## src/include/mips_defs.svh

```systemverilog
/* Width, depth, reset and opcode macros for the load-only MIPS core */

`ifndef MIPS_DEFS_SVH
`define MIPS_DEFS_SVH

// Datapath widths
`define MIPS_DATA_W     32          // Data and instruction word
`define MIPS_ADDR_W     32          // addr pin and program counter

// Storage geometry
`define MIPS_MEM_DEPTH  32          // Words per memory
`define MIPS_IDX_W      5           // Low address bits picking a word

// Program counter after reset
`define MIPS_RESET_PC   32'd0

// Supported opcodes, bits 31:26 of the instruction
// I format: opcode | rs | rt | imm
`define MIPS_OP_LBU     6'b100100   // Load byte unsigned
`define MIPS_OP_LHU     6'b100101   // Load halfword unsigned
`define MIPS_OP_LUI     6'b001111   // Load upper immediate
`define MIPS_OP_LW      6'b100011   // Load word

// Everything else decodes to a no-op

`endif

```

## src/rtl/mips_pkg.sv

```systemverilog
/* Shared types of the load-only core: words, instruction fields,
   indices, debug target select and load control */

`default_nettype none

`include "mips_defs.svh"

package mips_pkg;

    // Plain 32-bit data word
    typedef logic [`MIPS_DATA_W-1:0] data_t;

    // Register file index, rs/rt field width
    typedef logic [4:0] reg_idx_t;

    // Word select inside a memory
    typedef logic [`MIPS_IDX_W-1:0] mem_idx_t;

    // I format instruction, MSB first
    typedef struct packed {
        logic [5:0]  opcode;    // Bits 31:26
        reg_idx_t    rs;        // Base register
        reg_idx_t    rt;        // Destination register
        logic [15:0] imm;       // Offset or upper immediate
    } instr_t;

    // Back door target, values fixed by the debug_func pin
    typedef enum logic [1:0] {
        dbg_none = 2'd0,
        dbg_im   = 2'd1,        // Instruction memory
        dbg_dm   = 2'd2,        // Data memory
        dbg_mr   = 2'd3         // Register file
    } debug_sel_t;

    // How the load result is formed
    typedef enum logic [1:0] {
        ld_byte,                // Low byte, zero-extended
        ld_half,                // Low halfword, zero-extended
        ld_word,                // Whole word
        ld_upper                // imm in the upper half
    } load_kind_t;

    // Decoder output, 3 bits
    typedef struct packed {
        logic       reg_we;     // Write rt this cycle
        load_kind_t kind;
    } load_ctrl_t;

endpackage

`default_nettype wire

```

## src/rtl/load_unit.sv

```systemverilog
/* Effective address adder and load result formatting for byte, half,
   word and upper immediate */

`timescale 1ns/1ps
`default_nettype none

`include "mips_defs.svh"

module load_unit (
    input  wire mips_pkg::data_t     base,      // rs value
    input  wire logic [15:0]         imm,       // Instruction offset
    input  wire mips_pkg::load_kind_t kind,
    input  wire mips_pkg::data_t     mem_word,  // DM read at ea_idx
    output mips_pkg::mem_idx_t       ea_idx,
    output mips_pkg::data_t          result
);
    import mips_pkg::*;

    localparam int HALF_W = `MIPS_DATA_W / 2;

    data_t imm_sext;    // Signed offset
    data_t ea;          // Full effective address

    // Single adder, base + sign-extended offset
    assign imm_sext = {{(`MIPS_DATA_W-16){imm[15]}}, imm};
    assign ea       = base + imm_sext;

    // Word addressed memory, low bits pick the word
    assign ea_idx = ea[`MIPS_IDX_W-1:0];

    // Result formatter, goes straight to rt
    always_comb begin
        case (kind)
            ld_byte: begin
                result = {{(`MIPS_DATA_W-8){1'b0}}, mem_word[7:0]};
            end
            ld_half: begin
                result = {{HALF_W{1'b0}}, mem_word[HALF_W-1:0]};
            end
            ld_upper: begin
                // LUI, memory word ignored
                result = {imm, {HALF_W{1'b0}}};
            end
            default: begin
                result = mem_word;  // LW
            end
        endcase
    end

endmodule

`default_nettype wire

```

## config.mk

```make
export PLATFORM = sky130hd
export DESIGN_NAME = load_unit
export DESIGN_NICKNAME = d
export VERILOG_FILES = /design/src/rtl/mips_pkg.sv /design/src/rtl/load_unit.sv
export VERILOG_INCLUDE_DIRS = /design/src /design/src/include
export SDC_FILE = /design/constraint.sdc
export NUM_CORES = 1
export LEC_CHECK = 0
export ABC_AREA = 1
export BUFFER_PORTS_ARGS = -buffer_cell sky130_fd_sc_hd__buf_4
export CORE_ASPECT_RATIO = 1.2
export CORE_MARGIN = 8
export CORE_UTILIZATION = 25
export DETAILED_ROUTE_END_ITERATION = 8
export PLACE_DENSITY = 0.8
export SETUP_SLACK_MARGIN = 0.1
export SLEW_MARGIN = 20
export SYNTH_ARGS = -nofsm -noshare
export SYNTH_HDL_FRONTEND = slang
export SYNTH_SLANG_ARGS = --single-unit
```

## constraint.sdc

```tcl
create_clock -name vclk -period 1.7
set_clock_uncertainty 0.1 [all_clocks]
set_input_delay 0.34 -clock vclk [all_inputs]
set_output_delay 0.34 -clock vclk [all_outputs]
set_load 0.05 [all_outputs]
```

==> impl_metrics.csv <==
group,metric,value,unit
sta,rsz0062_at_grt,"yes",
synth,yosys-top-cells-area,"nand2_1 (28%), inv_1 (16%), nand3_1 (15%), nor2_1 (12%), ha_1 (8.8%)",
cells_and_area,layout_commonest_cell,"buf_4",
floorplan,die_area,4047,um2
pwr,ir_worst_vdd,0.3817,mV
synth,synth_area,565.5,um2
cells_and_area,seq_cell_count,0,
placement,postPlaceCellArea,1466,um2
sta,setup_violations,4,
hold_path,min_from,"mem_word[10]",
synth,ys_seq_area_share,0,%
cells_and_area,clock_buffers,0,
synth,syn_area_per_cell,4.713,um2
placement,dp.cells,247,
synth,synthDistinctLibCells,14,
synth,synth_top_area_share,27.88,%
floorplan,die_w,59.42,um
global_routing,grt_pass1_wl,4878,um
global_routing,grt-ovfl-total,0,
floorplan,initial_core_util,25.58,%
global_routing,grt_pass1_vias,1160,
global_routing,grt_max_degree,23,
drt,drcViolationCount,0,
synth,yosysTopAreaCell,"nand2_1",
critical_path,cp_max_fo,2,
cells_and_area,fin_area,1682,um2
pwr,p_leak,0.9654,nW
floorplan,ios,119,
sta,hold_viol,0,
cells_and_area,nFillCells,182,
floorplan,placementRows,19,
job,maxCapViolCount,0,
critical_path,crit_path_start_kind,"input pin",
cells_and_area,antennaDiodeCount,0,
sta,report.final.slew_viol_count,0,
drt,vias,1101,
cells_and_area,synthToLayoutAreaGrowth,197.3,%
sta,worst_pin_slew,0.1920,ns
drt,ant_nets,0,
drt,drt-initial-drc-count,26,
placement,port-buffer-count,92,
drt,firstDrtPassIters,4,
placement,hpwl,2750,um
status,status,"finished, violations left",
floorplan,dieHeight,68.10,um
synth,syn_nets,207,
critical_path,cp-end-kind,"output port",
placement,gp_congestion,0.7607,
critical_path,critPathKind,"in2out",
floorplan,core_area,2211,um2
critical_path,cp_data_required_time,1.26,ns
status,violations,"negative setup slack",
pwr,power_density,458.6,nW/um2
cells_and_area,multiInputGateArea,633.1,um2
synth,synth_cells,120,
sta,finalCriticalPeriod,1.869,ns
synth,yosysWarnings,0,
global_routing,antenna_found_initial,0,
hold_path,min_delay_worst_endpoint,"result[10]",
drt,wl,3324,um
cells_and_area,nNetsFinal,308,
global_routing,grt_usage,14.86,%
cts,cts_hold_buf,0,
drt,wl_per_cell,13.30,um
critical_path,cp.arrival,1.43,ns
cells_and_area,drive_gt1_share,64.84,%
cells_and_area,final-seq-area,0,um2
hold_path,hold_path_depth,4,
cells_and_area,final_cells,250,
drt,viasPerCell,4.404,
sta,clock.fmax,535.1,MHz
cells_and_area,layout_common_cells,"buf_4 (84), nand2_1 (35), inv_1 (22), nand3_1 (16), buf_6 (13)",
sta,min_period_over_period,109.9,%
hold_path,worstHoldPathType,"in2out",
sta,worst_slack,-0.1688,ns
sta,slew_headroom,87.19,%
## synth_stat cells (all sizes together)
| cell | instances |
|---|---|
| xnor2 | 2 |
| inv | 26 |
| nand2 | 42 |
| fa | 1 |
| nor2 | 18 |
| buf | 5 |
| nand3 | 17 |
| ha | 4 |
| or2 | 2 |
| nand3b | 1 |
| o21ai | 2 |
## where the power goes
| part | switching, mW | leakage [nW] | total (mW) | internal [mW] |
|---|---|---|---|---|
| logic | 0.448 | 0.965 | 0.771 | 0.323 |
| clock network | 0 | 0 | 0 | 0 |
| registers | 0 | 0 | 0 | 0 |
## per-stage QoR
stage,util [%],hold WS (ns),setup WS (ns),total power [mW],setup TNS [ns]
floorplan,-,0.7355,-0.07614,0.4319,-0.7757
global placement,66.33,0.9275,-0.1980,0.6656,-1.238
detailed placement,66.33,0.9317,-0.2317,0.6813,-1.834
CTS,69.21,0.9323,-0.1726,0.7164,-0.3749
global route,76.06,0.9307,-0.2594,0.8122,-0.4740
finish,76.06,0.9210,-0.1688,0.7712,-0.3021
## cell families after synthesis
kind of cell,synth area share (%)
simple gates,58.41
buf+inv,23.01
fa+ha+maj,12.39
compound gates,1.770
xor+xnor,4.426
## metal layers
metal / global-route usage (%) / share of wire, %
met1: 12.86 / 32
met2: 32.03 / 54
met3: 5.451 / 12
met4: 0.8982 / 1.1
met5: 0 / 0
## worst max-delay path by stage
stage | start | endpoint | cells past startpoint
2_1_floorplan | kind[1] | result[10] | 3
3_3_place_gp | imm[0] | ea_idx[4] | 11
3_5_place_dp | base[0] | ea_idx[4] | 11
4_1_cts | base[0] | ea_idx[4] | 11
5_1_grt | base[0] | ea_idx[4] | 11
6_report | base[0] | ea_idx[4] | 11
## worst max-delay path: stages
cell	delay [ns]
buf_8	0.07
ha_4	0.12
inv_2	0.03
fa_2	0.35
inv_1	0.07
nand2_1	0.05
nand2_2	0.07
nand2_1	0.06
nand2_2	0.07
nand2_4	0.05
buf_6	0.14
## timing repair
item	in CTS	in global routing
resized for setup	16	30
buffers inserted	1	1
setup endpoints to repair	36	28
cloned	0	1
pin swaps	2	5
## layout make-up
class                           count  share of cell area [%]
Timing Repair Buffer              103                   51.86
Multi-Input combinational cell     89                   37.65
Inverter                           26                   7.664
Tap cell                           31                   2.307
Timing Repair inverter              1                  0.5208
Power figures use the tool's default switching activity.
