File: src/include/mips_defs.svh
/* Width, depth, reset and opcode macros for the load-only MIPS core */

`ifndef MIPS_DEFS_SVH
`define MIPS_DEFS_SVH

// Datapath widths
`define MIPS_DATA_W     32          // Data and instruction word
`define MIPS_ADDR_W     32          // addr pin and program counter

// Storage geometry
`define MIPS_MEM_DEPTH  32          // Words per memory
`define MIPS_IDX_W      5           // Low address bits picking a word

// Program counter after reset
`define MIPS_RESET_PC   32'd0

// Supported opcodes, bits 31:26 of the instruction
// I format: opcode | rs | rt | imm
`define MIPS_OP_LBU     6'b100100   // Load byte unsigned
`define MIPS_OP_LHU     6'b100101   // Load halfword unsigned
`define MIPS_OP_LUI     6'b001111   // Load upper immediate
`define MIPS_OP_LW      6'b100011   // Load word

// Everything else decodes to a no-op

`endif

File: src/rtl/mips_pkg.sv
/* Shared types of the load-only core: words, instruction fields,
   indices, debug target select and load control */

`default_nettype none

`include "mips_defs.svh"

package mips_pkg;

    // Plain 32-bit data word
    typedef logic [`MIPS_DATA_W-1:0] data_t;

    // Register file index, rs/rt field width
    typedef logic [4:0] reg_idx_t;

    // Word select inside a memory
    typedef logic [`MIPS_IDX_W-1:0] mem_idx_t;

    // I format instruction, MSB first
    typedef struct packed {
        logic [5:0]  opcode;    // Bits 31:26
        reg_idx_t    rs;        // Base register
        reg_idx_t    rt;        // Destination register
        logic [15:0] imm;       // Offset or upper immediate
    } instr_t;

    // Back door target, values fixed by the debug_func pin
    typedef enum logic [1:0] {
        dbg_none = 2'd0,
        dbg_im   = 2'd1,        // Instruction memory
        dbg_dm   = 2'd2,        // Data memory
        dbg_mr   = 2'd3         // Register file
    } debug_sel_t;

    // How the load result is formed
    typedef enum logic [1:0] {
        ld_byte,                // Low byte, zero-extended
        ld_half,                // Low halfword, zero-extended
        ld_word,                // Whole word
        ld_upper                // imm in the upper half
    } load_kind_t;

    // Decoder output, 3 bits
    typedef struct packed {
        logic       reg_we;     // Write rt this cycle
        load_kind_t kind;
    } load_ctrl_t;

endpackage

`default_nettype wire

File: src/rtl/reg_file.sv
/* 32-entry register file, two read ports, one write port, r0 tied to zero */

`timescale 1ns/1ps
`default_nettype none

module reg_file (
    input  wire logic               mem_debug_clk_gate,
    input  wire logic               HW_RSTn,
    input  wire mips_pkg::reg_idx_t ra_idx,     // rs in execution
    input  wire mips_pkg::reg_idx_t rb_idx,     // rt, or debug index
    input  wire mips_pkg::reg_idx_t w_idx,
    input  wire mips_pkg::data_t    w_data,
    input  wire logic               we,
    output mips_pkg::data_t         ra_data,
    output mips_pkg::data_t         rb_data
);
    import mips_pkg::*;

    localparam int NUM_REGS = 1 << $bits(reg_idx_t);   // 32

    data_t regs [NUM_REGS];

    // Single write port, r0 never stored
    always_ff @(posedge mem_debug_clk_gate or negedge HW_RSTn) begin
        if (!HW_RSTn) begin
            for (int i = 0; i < NUM_REGS; i++) begin
                regs[i] <= '0;
            end
        end else if (we && (w_idx != '0)) begin
            regs[w_idx] <= w_data;
        end
    end

    // Reads are combinational
    // r0 forced to zero on both ports
    always_comb begin
        ra_data = (ra_idx == '0) ? '0 : regs[ra_idx];
        rb_data = (rb_idx == '0) ? '0 : regs[rb_idx];
    end

    // Load result or din must be settled when written
    a_wdata_known: assert property (
        @(posedge mem_debug_clk_gate) disable iff (!HW_RSTn)
        we |-> !$isunknown(w_data)
    ) else $error("reg_file: unknown data written to r%0d", w_idx);

endmodule

`default_nettype wire

File: config.mk
export PLATFORM = sky130hd
export DESIGN_NAME = reg_file
export DESIGN_NICKNAME = d
export VERILOG_FILES = /design/src/rtl/mips_pkg.sv /design/src/rtl/reg_file.sv
export VERILOG_INCLUDE_DIRS = /design/src /design/src/include
export SDC_FILE = /design/constraint.sdc
export NUM_CORES = 2
export LEC_CHECK = 0
export BUFFER_PORTS_ARGS = -buffer_cell sky130_fd_sc_hd__buf_2
export CAP_MARGIN = 0
export CORE_ASPECT_RATIO = 1.4
export CORE_MARGIN = 3
export CORE_UTILIZATION = 50
export CTS_CLUSTER_SIZE = 25
export DETAILED_ROUTE_END_ITERATION = 8
export GPL_ROUTABILITY_DRIVEN = 1
export PLACE_DENSITY_LB_ADDON = 0.12
export SLEW_MARGIN = 20
export SYNTH_ARGS = -nofsm -noshare
export SYNTH_HDL_FRONTEND = slang
export SYNTH_SLANG_ARGS = --single-unit
File: constraint.sdc
create_clock -name mem_debug_clk_gate -period 2.1 [get_ports mem_debug_clk_gate]
set_input_delay 0.21 -clock mem_debug_clk_gate [delete_from_list [all_inputs] [get_ports mem_debug_clk_gate]]
set_output_delay 0.21 -clock mem_debug_clk_gate [all_outputs]
set_load 0.05 [all_outputs]
==> summary.md <==
| Metric | Value |
|---|---|
| Final min period | ~2.6 ns |
| Worst-case headroom to the max-slew limit | 55.9% |
| Synthesized instance count | approximately 3600 |
| Clk slew on worst S/H paths | roughly 0.060 ns |
| Setup Skew | 0 ns |
| Vias in the first global route | approximately 40000 |
| Crit. End Element | output port |
| Final WS setup | -0.534 ns |
| Syn. warnings | 0 |
| Endpoints failing setup | 64 |
| Clk network pwr share | between 30% and 40% |
| Area Growth Syn to Fin | 25.6% |
| Clk_lat worst skew | 0.71 ns |
| Max Clk Rate | between 300 and 400 MHz |
| Share of cells above drive strength 1 | around two thirds |
| GR Overflow Total | 0 |
| Final net count | ~4000 |
| Syn nets | between 3000 and 4000 |
| Cells after DPL | around 5300 |
| Sw Pwr | approximately 18000 µW |
| Final Max Slew Viols | 0 |
| Worst r2r path cells | 2 |
| Cell Rows | between 100 and 150 |
| Max FFs per register | between 1000 and 1500 |
| Biggest register | regs |
| Leak pwr | approximately 0.029 µW |
| Main synth FF type | dfrtp_1 |
| Die Width | 285 µm |
| Largest regs | regs (1024) |
| Register area share after synthesis | between 40% and 50% |
| WHS Path Cells | 2 |
| CP Max Fanout | 3 |
| Worst EP required | 1.89 ns |
| Post-synth ARST share | 100% |
| Reg2Reg Setup Slack | between 1 and 1.5 ns |
| Maxcap violations | 0 |
| R2r startpoint | regs[882]$_DFFE_PN0P_ |
| CTS HTree Levels | 3 |
| Clk Tree Root Cell | clkbuf_16 |
| Non-Filler Instances | about 5500 |
| Fillers | ~7700 |
| Die ar. | ~110000 µm² |
| Crit path kind | reg2out |
| Synthesized area | roughly 54000 µm² |
| DRT Pass-1 Iters | 5 |
| # DRC | 0 |
| Post-synth EDFFs | 0 |
| Post-synth cell types | 35 |
| Tot GR Track Use | roughly a third |
| Starting density of the core | between 50% and 60% |
| Area of the multi-input gates | 29700 µm² |
| DR WL/cell | 35.1 µm |
| Height of the die | 396 µm |
| Initial antenna violation count | 6 |
| Register area | between 20000 and 30000 µm² |
| CTS tree | yes |
| Seq cells post-synth | between 1000 and 1500 |
| Pwr Total | 61800 µW |
| Vias | 37500 |
| Outcome | complete, but fails checks |
| Tcrit/Tclk final | 125% |
| Post-DP HPWL | roughly 120000 µm |
| Failing checks | negative setup slack |
| Mapped Avg Cell Area | ~15 µm² |
| Hold Vio Cnt, Final | 0 |
| IO buf count | around 110 |
| Num Clock Sinks | just over 1000 |
| Vias/cell | approximately 6.8 |
| Core box area | ~110000 µm² |
| RSZ-0062 raised after global routing | true |
| Crit start category | register |
| Clock buffer depth | 3 |
| Routed WL | ~190000 µm |
| Routability cong. | 0.846 |
| Int Power | ~44000 µW |
| CP arrival | roughly 2.4 ns |
| Antenna Nets Post-Route | 0 |
| Largest net degree at the start of global routing | 81 |
| Iter 0 DRT Violations | between 3000 and 4000 |
| Number of CTS-inserted buffers | ~100 |
| Sw Ratio | 28.4% |
| First-pass GRT wire length | about 280000 µm |
| Max IR drop VDD | between 700 and 800 µV |
| Logic pwr share | about a quarter |
| Sequential cell fraction of total power | between 40% and 50% |
| Hold WC Path Type | in2reg |
| HP Start | w_data[28] |
| Worst slew pin tran | ~0.66 ns |
| I/O pin count | 114 |
| Reg2Reg Capture Point | regs[882]$_DFFE_PN0P_ |
| PD cells | around 910 nW/µm² |
| Hold path endpoint | regs[860]$_DFFE_PN0P_ |
| Setup TNS | -27.94 ns |
-- worst max-delay path, cell delays in order, from the launching register on --
cell	delay [ns]
dfrtp_1	0.40
mux4_2	0.49
mux2_4	0.30
o21ai_4	0.15
a311oi_4	0.06
buf_6	0.19
buf_12	0.14
-- worst max-delay path by stage --
stage / startpoint / end / cells past startpoint
floorplan: rb_idx[4] / rb_data[10] / 7
global placement: ra_idx[0] / ra_data[9] / 9
detailed placement: ra_idx[0] / ra_data[9] / 9
CTS: regs[738]$_DFFE_PN0P_ / rb_data[2] / 6
global route: regs[512]$_DFFE_PN0P_ / ra_data[0] / 6
finish: regs[512]$_DFFE_PN0P_ / ra_data[0] / 6
-- what timing repair did --
item                                    CTS  global route
hold endpoints to repair                314             0
endpoints found under the setup margin   64            64
pin swaps                               106            67
hold buffers                              1             0
gates resized for setup                 283           102
setup buffers                            12             8
-- per-layer routing --
metal  part of all wire [%]  routed length, µm  GRT usage (%)
met5                      0                  0              0
met2                     49              94400           56.6
met3                    7.2              14000           5.99
met4                    6.2              11900           19.0
met1                     38              72700           43.3
-- logic make-up after synthesis --
kind of cell / synth area share (%)
buffers and inverters: 3.63
DFF: 47.1
AOI/OAI and AO/OA: 4.84
muxes: 42.8
and+or+nand+nor: 1.61
-- synthesized netlist by cell type, drive strengths merged (3+ instances only) --
cell type     n  area, µm²
mux2i       128       1280
buf         207       1120
nand4b        3       26.3
nor2b        71        444
nand2b        5       31.3
nand2        49        184
a221oi       46        403
dfrtp      1024      25600
a211oi       64        480
nor3          3       15.0
or3           3       18.8
mux2       1056      11900
clkbuf      225        850
mux4        448      10100
nor2         19       71.3
o21ai       110        551
a311oi       64        561
a22oi        64        480
o2111ai      18        158
-- metrics by stage --
stage	instance area, µm²	hold slack, ns	worst slack [ns]	util [%]
floorplan	55500	-0.0856	-0.0451	-
global placement	63100	0.249	-0.695	58.7
detailed placement	63100	0.253	-0.698	58.7
CTS	67800	0.0661	-0.567	63.1
global route	68300	0.124	-0.604	63.5
finish	68300	0.117	-0.534	63.5
-- power groups by stage --
stage	clock network, µW	logic, µW	registers [µW]
after detailed placement	0	14400	26600
after global routing	21100	16200	26800
after CTS	20300	15100	26200
after global placement	0	14000	26100
final	20000	15400	26400
after floorplan	0	9970	25500
-- cell type report --
type / instances / share of cell area, %
Inverter: 2 / 0.0183
Clock inverter: 36 / 0.700
Sequential cell: 1024 / 37.5
Multi-Input combinational cell: 2163 / 43.4
Timing Repair Buffer: 668 / 11.0
Clock buffer: 157 / 4.69
Antenna cell: 6 / 0.0220
Tap cell: 1440 / 2.64
-- layout by cell type, fill, tap and decap left out, types with 24 or more instances in the layout --
master	netlist	layout
a211oi_2	0	41
a221oi_2	0	31
a22oi_1	64	48
a311oi_4	0	64
buf_12	0	201
buf_2	170	40
buf_4	34	410
clkbuf_16	0	108
clkbuf_8	0	32
dfrtp_1	1024	1024
mux2_2	1046	997
mux2_4	0	49
mux2i_1	128	128
mux4_2	448	448
nand2_1	49	38
nor2b_1	71	45
nor2b_4	0	24
o21ai_1	9	34
o21ai_2	0	30
o21ai_4	0	44
Power figures use the tool's default switching activity.
