## config.mk

```make
export PLATFORM = sky130hd
export DESIGN_NAME = sync_ram_flat
export DESIGN_NICKNAME = d
export VERILOG_FILES = /design/src/rtl/mips_pkg.sv /design/src/rtl/ram_port_if.sv /design/src/rtl/sync_ram.sv /design/src/flat_wrapper.sv
export VERILOG_INCLUDE_DIRS = /design/src /design/src/include
export SDC_FILE = /design/constraint.sdc
export NUM_CORES = 1
export LEC_CHECK = 0
export BUFFER_PORTS_ARGS = -buffer_cell sky130_fd_sc_hd__buf_2
export CORE_ASPECT_RATIO = 0.75
export CORE_MARGIN = 4
export CORE_UTILIZATION = 35
export DETAILED_ROUTE_END_ITERATION = 16
export SLEW_MARGIN = 20
export SYNTH_ARGS = -nofsm -noshare
export SYNTH_HDL_FRONTEND = slang
export SYNTH_SLANG_ARGS = --single-unit
```

## constraint.sdc

```tcl
create_clock -name mem_debug_clk_gate -period 2.5 [get_ports mem_debug_clk_gate]
set_input_delay 0.375 -clock mem_debug_clk_gate [delete_from_list [all_inputs] [get_ports mem_debug_clk_gate]]
set_output_delay 0.375 -clock mem_debug_clk_gate [all_outputs]
set_load 0.05 [all_outputs]
```

## src/include/mips_defs.svh

```systemverilog
/* Width, depth, reset and opcode macros for the load-only MIPS core */

`ifndef MIPS_DEFS_SVH
`define MIPS_DEFS_SVH

// Datapath widths
`define MIPS_DATA_W     32          // Data and instruction word
`define MIPS_ADDR_W     32          // addr pin and program counter

// Storage geometry
`define MIPS_MEM_DEPTH  32          // Words per memory
`define MIPS_IDX_W      5           // Low address bits picking a word

// Program counter after reset
`define MIPS_RESET_PC   32'd0

// Supported opcodes, bits 31:26 of the instruction
// I format: opcode | rs | rt | imm
`define MIPS_OP_LBU     6'b100100   // Load byte unsigned
`define MIPS_OP_LHU     6'b100101   // Load halfword unsigned
`define MIPS_OP_LUI     6'b001111   // Load upper immediate
`define MIPS_OP_LW      6'b100011   // Load word

// Everything else decodes to a no-op

`endif

```

## src/rtl/mips_pkg.sv

```systemverilog
/* Shared types of the load-only core: words, instruction fields,
   indices, debug target select and load control */

`default_nettype none

`include "mips_defs.svh"

package mips_pkg;

    // Plain 32-bit data word
    typedef logic [`MIPS_DATA_W-1:0] data_t;

    // Register file index, rs/rt field width
    typedef logic [4:0] reg_idx_t;

    // Word select inside a memory
    typedef logic [`MIPS_IDX_W-1:0] mem_idx_t;

    // I format instruction, MSB first
    typedef struct packed {
        logic [5:0]  opcode;    // Bits 31:26
        reg_idx_t    rs;        // Base register
        reg_idx_t    rt;        // Destination register
        logic [15:0] imm;       // Offset or upper immediate
    } instr_t;

    // Back door target, values fixed by the debug_func pin
    typedef enum logic [1:0] {
        dbg_none = 2'd0,
        dbg_im   = 2'd1,        // Instruction memory
        dbg_dm   = 2'd2,        // Data memory
        dbg_mr   = 2'd3         // Register file
    } debug_sel_t;

    // How the load result is formed
    typedef enum logic [1:0] {
        ld_byte,                // Low byte, zero-extended
        ld_half,                // Low halfword, zero-extended
        ld_word,                // Whole word
        ld_upper                // imm in the upper half
    } load_kind_t;

    // Decoder output, 3 bits
    typedef struct packed {
        logic       reg_we;     // Write rt this cycle
        load_kind_t kind;
    } load_ctrl_t;

endpackage

`default_nettype wire

```

## src/rtl/ram_port_if.sv

```systemverilog
/* One memory port: word index, write data, write enable, read data */

`timescale 1ns/1ps
`default_nettype none

interface ram_port_if #(
    parameter type word_t = mips_pkg::data_t
);
    import mips_pkg::*;

    mem_idx_t idx;      // Word select
    word_t    wdata;    // Written at the rising edge
    logic     we;       // Single-cycle level
    word_t    rdata;    // Combinational read at idx

    // Side that owns the address and write
    modport host (output idx, output wdata, output we, input rdata);

    // Memory side
    modport ram (input idx, input wdata, input we, output rdata);

endinterface

`default_nettype wire

```

## src/rtl/sync_ram.sv

```systemverilog
/* Word memory with combinational read and clocked write, cleared on reset,
   payload type set by parameter */

`timescale 1ns/1ps
`default_nettype none

`include "mips_defs.svh"

module sync_ram #(
    parameter type word_t = mips_pkg::data_t
) (
    input  wire logic  mem_debug_clk_gate,
    input  wire logic  HW_RSTn,
    ram_port_if.ram    port
);

    word_t mem [`MIPS_MEM_DEPTH];   // Storage array

    // Write port
    always_ff @(posedge mem_debug_clk_gate or negedge HW_RSTn) begin
        if (!HW_RSTn) begin
            // Whole array reads zero after reset
            for (int i = 0; i < `MIPS_MEM_DEPTH; i++) begin
                mem[i] <= '0;
            end
        end else if (port.we) begin
            mem[port.idx] <= port.wdata;   // Full word only
        end
    end

    // Read is asynchronous, same-cycle for fetch and debug
    assign port.rdata = mem[port.idx];

    // Enable from the core mux must stay clean once out of reset
    a_we_known: assert property (
        @(posedge mem_debug_clk_gate) disable iff (!HW_RSTn)
        !$isunknown(port.we)
    ) else $error("sync_ram: write enable unknown");

    // Index must be defined whenever a write happens
    a_idx_known: assert property (
        @(posedge mem_debug_clk_gate) disable iff (!HW_RSTn)
        port.we |-> !$isunknown(port.idx)
    ) else $error("sync_ram: write to unknown index");

endmodule

`default_nettype wire

```

## src/flat_wrapper.sv

```systemverilog
// flat-port wrapper written by rule: the top's interface ports become plain ports
module sync_ram_flat 
#(
    parameter type word_t = mips_pkg::data_t
)
  (mem_debug_clk_gate, HW_RSTn, port_idx, port_wdata, port_we, port_rdata);
  ram_port_if #(.word_t(word_t)) port_i ();
  input  wire logic mem_debug_clk_gate;
  input  wire logic HW_RSTn;
  input wire logic [$bits(port_i.idx)-1:0] port_idx;
  input wire logic [$bits(port_i.wdata)-1:0] port_wdata;
  input wire logic [$bits(port_i.we)-1:0] port_we;
  output wire logic [$bits(port_i.rdata)-1:0] port_rdata;
  assign port_i.idx = port_idx;
  assign port_i.wdata = port_wdata;
  assign port_i.we = port_we;
  assign port_rdata = port_i.rdata;
  sync_ram #(.word_t(word_t)) u_core (.mem_debug_clk_gate(mem_debug_clk_gate), .HW_RSTn(HW_RSTn), .port(port_i));
endmodule
```

==> results.cfg, run 1 <==
[status]
outcome = finished, violations left
failed_checks = setup timing

[synthesis]
synth.area.mux_share_pct = 35.86
synth_top_family_by_area = multiplexers
synth_compound_area_share_pct = 3.448
syn_inst = 3295
syn-cell-area_sq_um = 46450
synthTopCellsByArea = dfrtp_1 (55%), mux2_2 (23%), mux2i_1 (11%)
ys_types = 29
synth_top_area_cell = dfrtp_1
ys_seq_area_share_pct = 55.16
synth_top_area_share_pct = 55.16
synth_area_per_cell_sq_um = 14.10
synth_nets = 3335
synthAdderAreaFrac_pct = 0
yosysWarnings = 0
synth_simple_gate_area_share_pct = 2.182
synthXorXnorAreaFrac_pct = 0
synth_seq_cells = 1024

[floorplan]
core_sq_um = 131500
die_w_microns = 428.7
die_h_microns = 323.5
ios = 72
start_util_pct = 35.32
die-area_sq_um = 138700
core.rowCount = 115

[timing]
fmax_mhz = 391.7
hold_viol = 0
slew_headroom_pct = 57.95
setup_viol = 10
period_share_pct = 102.1
tightest_slew_ns = 0.6308
finClkSkew_ns = 0
rsz0062_at_grt = yes
period_minus_slack_ns = 2.553
worst_slack_ns = -0.05330
slew_violations = 0

[clock_tree]
cts_tree = built
clockRootBuffer = clkbuf_16
h-tree-depth = 3
cts_inserted_buffers = 106
clock_latency_ns = 0.70
clk_pin_slew_ns = 0.06
cts_sinks = 1024
ctsLongestPathBuffers = 3

[drt]
firstDrtPassIters = 5
wirelength_microns = 133000
drc = 0
vias = 28620
via_per_inst = 5.381
drt-initial-drc-count = 1703
routedWlPerCell_microns = 25.01
final_antenna_net_count = 0

[power_and_ir_drop]
p_per_area_nw_per_um2 = 809.2
ir_drop_mv = 0.7276
total_power_mw = 45.71
p_leak_nw = 26.02

[setup_path]
cp-start-kind = flop
ff2ff_path_depth = 2
cp.required_ns = 2.12
rrSetupSlack_ns = 1.61
worstSetupPathType = reg -> out
path_max_fanout = 2
cp.arrival_ns = 2.18
cp-end-kind = output port
timing.rr.end = u_core.mem[41]$_DFFE_PN0P_
reg2reg_from = u_core.mem[41]$_DFFE_PN0P_

[grt]
grt_usage_pct = 18.93
grt_pass1_vias = 29360
grt_pass1_wl_microns = 199000
grt_max_degree = 108
antenna_found_initial = 6
grt_overflow = 0

[worst_hold_path]
min_path_type = in -> async

[layout]
fin_util_pct = 42.95
syn2layout_area_growth_pct = 21.60
reg_top3 = u_core.mem: 1024 flops
layout.cells.non_filler = 5319
nets = 3516
drive_above_1_share_pct = 47.40
largest_register_ff_count = 1024
regMostFlops = u_core.mem

[placed_design]
gp_congestion = 0.7727
portBuffers = 71
placed_cells = 5095
hpwl_microns = 82260

[flow_run]
drv_cap = 0
what timing repair did:
item	4_1_cts	5_1_grt
pin swaps	66	55
gates resized for setup	125	74
setup endpoints to repair	32	32
hold endpoints to repair	154	0
cloned	1	2
buffers inserted	11	15
hold buffers	1	0
synth_stat cells:
library cell / number
nand2_1: 46
buf_6: 4
nor3_2: 4
nor3b_2: 3
nand4_1: 1
nand4b_1: 4
nor4_1: 64
dfrtp_1: 1024
nand3b_1: 1
nor3_4: 1
or2_2: 1
and3b_1: 1
or3b_1: 1
buf_2: 134
mux2_1: 64
nor2_1: 1
nor2_2: 13
or4b_1: 4
nand4bb_1: 6
clkbuf_1: 136
nand3_2: 3
o22ai_1: 256
nand3_1: 3
mux2_2: 960
and3_1: 1
or4_1: 1
buf_4: 44
mux2i_1: 512
nand3b_2: 2
where the power goes:
| part | internal (mW) | switching [mW] | leakage, nW |
|---|---|---|---|
| sequential | 19.8 | 1.62 | 13.1 |
| clock | 9.73 | 6.74 | 1.82 |
| combinational | 4.29 | 3.52 | 11.1 |
worst max path at each step:
stage | startpoint | to | slack (ns) | cells past startpoint
4_1_cts | u_core.mem[432]$_DFFE_PN0P_ | port_rdata[16] | -0.19 | 5
3_5_place_dp | port_idx[1] | port_rdata[19] | -0.37 | 8
2_1_floorplan | port_idx[1] | port_rdata[10] | 0.15 | 8
3_3_place_gp | port_idx[1] | port_rdata[19] | -0.38 | 8
5_1_grt | u_core.mem[678]$_DFFE_PN0P_ | port_rdata[6] | -0.15 | 7
6_report | u_core.mem[861]$_DFFE_PN0P_ | port_rdata[29] | -0.05 | 6
stage by stage:
stage	hold slack, ns	setup slack [ns]	TNS (ns)	cell area (sq um)
final	0.2078	-0.05330	-0.2356	56480
after floorplan	0.07941	0.1459	0	46450
after detailed placement	0.3286	-0.3749	-7.309	51510
after CTS	0.1795	-0.1874	-1.637	55900
after global placement	0.3328	-0.3759	-7.229	51510
after global routing	0.1970	-0.1548	-2.198	56480
cells in the final DEF (no fill, tap or decap), drive strengths merged:
master	synthesis	final
and3	1	1
and3b	1	1
buf	182	387
bufbuf	0	1
bufinv	0	5
clkbuf	136	174
clkinv	0	14
dfrtp	1024	1024
diode	0	3
dlygate4sd3	0	1
inv	0	2
mux2	1024	1024
mux2i	512	512
nand2	46	46
nand3	6	6
nand3b	3	3
nand4	1	1
nand4b	4	4
nand4bb	6	6
nor2	14	14
nor3	5	5
nor3b	3	3
nor4	64	64
o22ai	256	256
or2	1	1
or3b	1	1
or4	1	1
or4b	4	4
worst max-delay path: stages, from the launching register on:
cell	delay (ns)
dfrtp_1	0.38
mux2i_2	0.25
o22ai_2	0.12
nor4_4	0.33
buf_4	0.18
nand2_4	0.05
buf_12	0.16
cell families (layout without fill, tap and decap cells):
kind of cell / count (synthesis) / after routing
mux: 1536 / 1536
flops: 1024 / 1024
buf+inv: 318 / 584
compound gates: 256 / 256
simple gates: 161 / 161
other cells: 0 / 3
routing by layer:
layer | wire length, microns | vias up | global-route usage [%]
met2 | 58190 | 579 | 28.25
li1 | - | 12540 | -
met4 | 3263 | 0 | 4.997
met3 | 6018 | 188 | 3.522
met5 | 0 | - | 0
met1 | 65560 | 15320 | 28.26
layout make-up:
cell class	instances	area, sq um
fillers	11990	75030
flip-flops and latches	1024	25620
multi-input cells	1953	20290
repair buffers	391	4707
clock buffers	172	3385
well taps	1755	2196
clock inverters	21	275.3
diodes	3	7.507
No activity file was read; power rests on OpenSTA's default activity.
==> run 2, diff against run 1 <==
Settings changed: SKIP_LAST_GASP from default to 1.
==> results.cfg, run 2 (synthesis gave the netlist of run 1 again) <==
[drt]
firstDrtPassIters = 5
drt-initial-drc-count = 1683
wirelength_microns = 132800
drc = 0
via_per_inst = 5.374
final_antenna_net_count = 0
routedWlPerCell_microns = 24.98
vias = 28570

[power_and_ir_drop]
ir_drop_mv = 0.7273
total_power_mw = 45.69
p_per_area_nw_per_um2 = 809.5
p_leak_nw = 25.99

[timing]
period_share_pct = 103.4
slew_headroom_pct = 58.38
setup_tns_ns = -0.4509
period_minus_slack_ns = 2.584
fmax_mhz = 387.0
slew_violations = 0
finClkSkew_ns = 0
hold_viol = 0
worst_slack_ns = -0.08395
tightest_slew_ns = 0.6243
rsz0062_at_grt = yes
setup_viol = 13

[clock_tree]
cts_sinks = 1024
ctsLongestPathBuffers = 3
clk_pin_slew_ns = 0.06
clockRootBuffer = clkbuf_16
cts_inserted_buffers = 106
clock_latency_ns = 0.69
cts_tree = built
h-tree-depth = 3

[grt]
grt_overflow = 0
grt_pass1_wl_microns = 198900
grt_usage_pct = 18.92
grt_pass1_vias = 29350
grt_max_degree = 108
antenna_found_initial = 5

[layout]
nets = 3514
final_cell_mix = dfrtp_1 (1,024), mux2_2 (960), mux2i_1 (491)
fin_util_pct = 42.91
finalInstanceArea_sq_um = 56440
largest_register_ff_count = 1024
syn2layout_area_growth_pct = 21.50
reg_top3 = u_core.mem: 1024 flops
final_common_cell = dfrtp_1
regMostFlops = u_core.mem
layout.cells.non_filler = 5316
drive_above_1_share_pct = 47.40

[floorplan]
die-area_sq_um = 138700
ios = 72
core.rowCount = 115
die_w_microns = 428.7
die_h_microns = 323.5
core_sq_um = 131500
start_util_pct = 35.32

[setup_path]
cp-end-kind = output port
cp-start-kind = flop
cp.required_ns = 2.12
path_max_fanout = 2
worstSetupPathType = reg -> out
ff2ff_path_depth = 2
cp.arrival_ns = 2.21
rrSetupSlack_ns = 1.61

[status]
outcome = finished, violations left
failed_checks = setup timing

[placed_design]
placed_cells = 5095
gp_congestion = 0.7727
portBuffers = 71
dpl_cell_area_sq_um = 51510
hpwl_microns = 82260

[worst_hold_path]
min_path_type = in -> async

[flow_run]
drv_cap = 0
[run 2: final timing paths]
| check | startpoint | endpoint |
|---|---|---|
| setup reg to reg | u_core.mem[41]$_DFFE_PN0P_ | u_core.mem[41]$_DFFE_PN0P_ |
| max in group asynchronous | HW_RSTn | u_core.mem[75]$_DFFE_PN0P_ |
| min in group mem_debug_clk_gate | port_wdata[10] | u_core.mem[426]$_DFFE_PN0P_ |
| hold reg to reg | u_core.mem[122]$_DFFE_PN0P_ | u_core.mem[122]$_DFFE_PN0P_ |
| hold / removal | HW_RSTn | u_core.mem[958]$_DFFE_PN0P_ |
| setup / recovery | u_core.mem[861]$_DFFE_PN0P_ | port_rdata[29] |
[run 2: critical path, cell delays in order (launching register included)]
cell	delay [ns]
dfrtp_1	0.38
mux2i_2	0.26
o22ai_2	0.14
nor4_4	0.33
buf_4	0.18
nand2_4	0.05
buf_12	0.16
[run 2: where the power goes]
group          internal (mW)  total, mW  leakage (nW)  switching (mW)
logic                   4.29       7.80          11.1            3.51
registers               19.8       21.4          13.1            1.62
clock network           9.73       16.5          1.82            6.73
[run 2: final cells by class]
class,instances,area [sq um]
diodes,2,5.005
clock buffers,172,3385
clock inverters,21,275.3
fillers,11990,75080
multi-input cells,1953,20290
flip-flops and latches,1024,25620
well taps,1755,2196
repair buffers,389,4659
[run 2: through the flow]
step                      setup WS, ns  hold slack, ns
after floorplan                 0.1459         0.07941
after detailed placement       -0.3749          0.3286
after global routing           -0.1649          0.1970
after CTS                      -0.1874          0.1795
after global placement         -0.3759          0.3328
final                         -0.08395          0.2050
[run 2: repair_timing]
action                     4_1_cts  5_1_grt
pin swaps                       64       52
setup endpoints to repair       32       32
resized for setup              122       74
cloned                           1        2
hold endpoints to repair       154        0
setup buffers                   11       13
hold buffers                     1        0
[run 2: per-layer routing]
| metal | track usage [%] | up-vias | wire, microns |
|---|---|---|---|
| li1 | - | 12520 | - |
| met1 | 28.27 | 15280 | 65140 |
| met2 | 28.24 | 568 | 57890 |
| met3 | 3.504 | 200 | 6365 |
| met4 | 4.997 | 0 | 3391 |
| met5 | 0 | - | 0 |
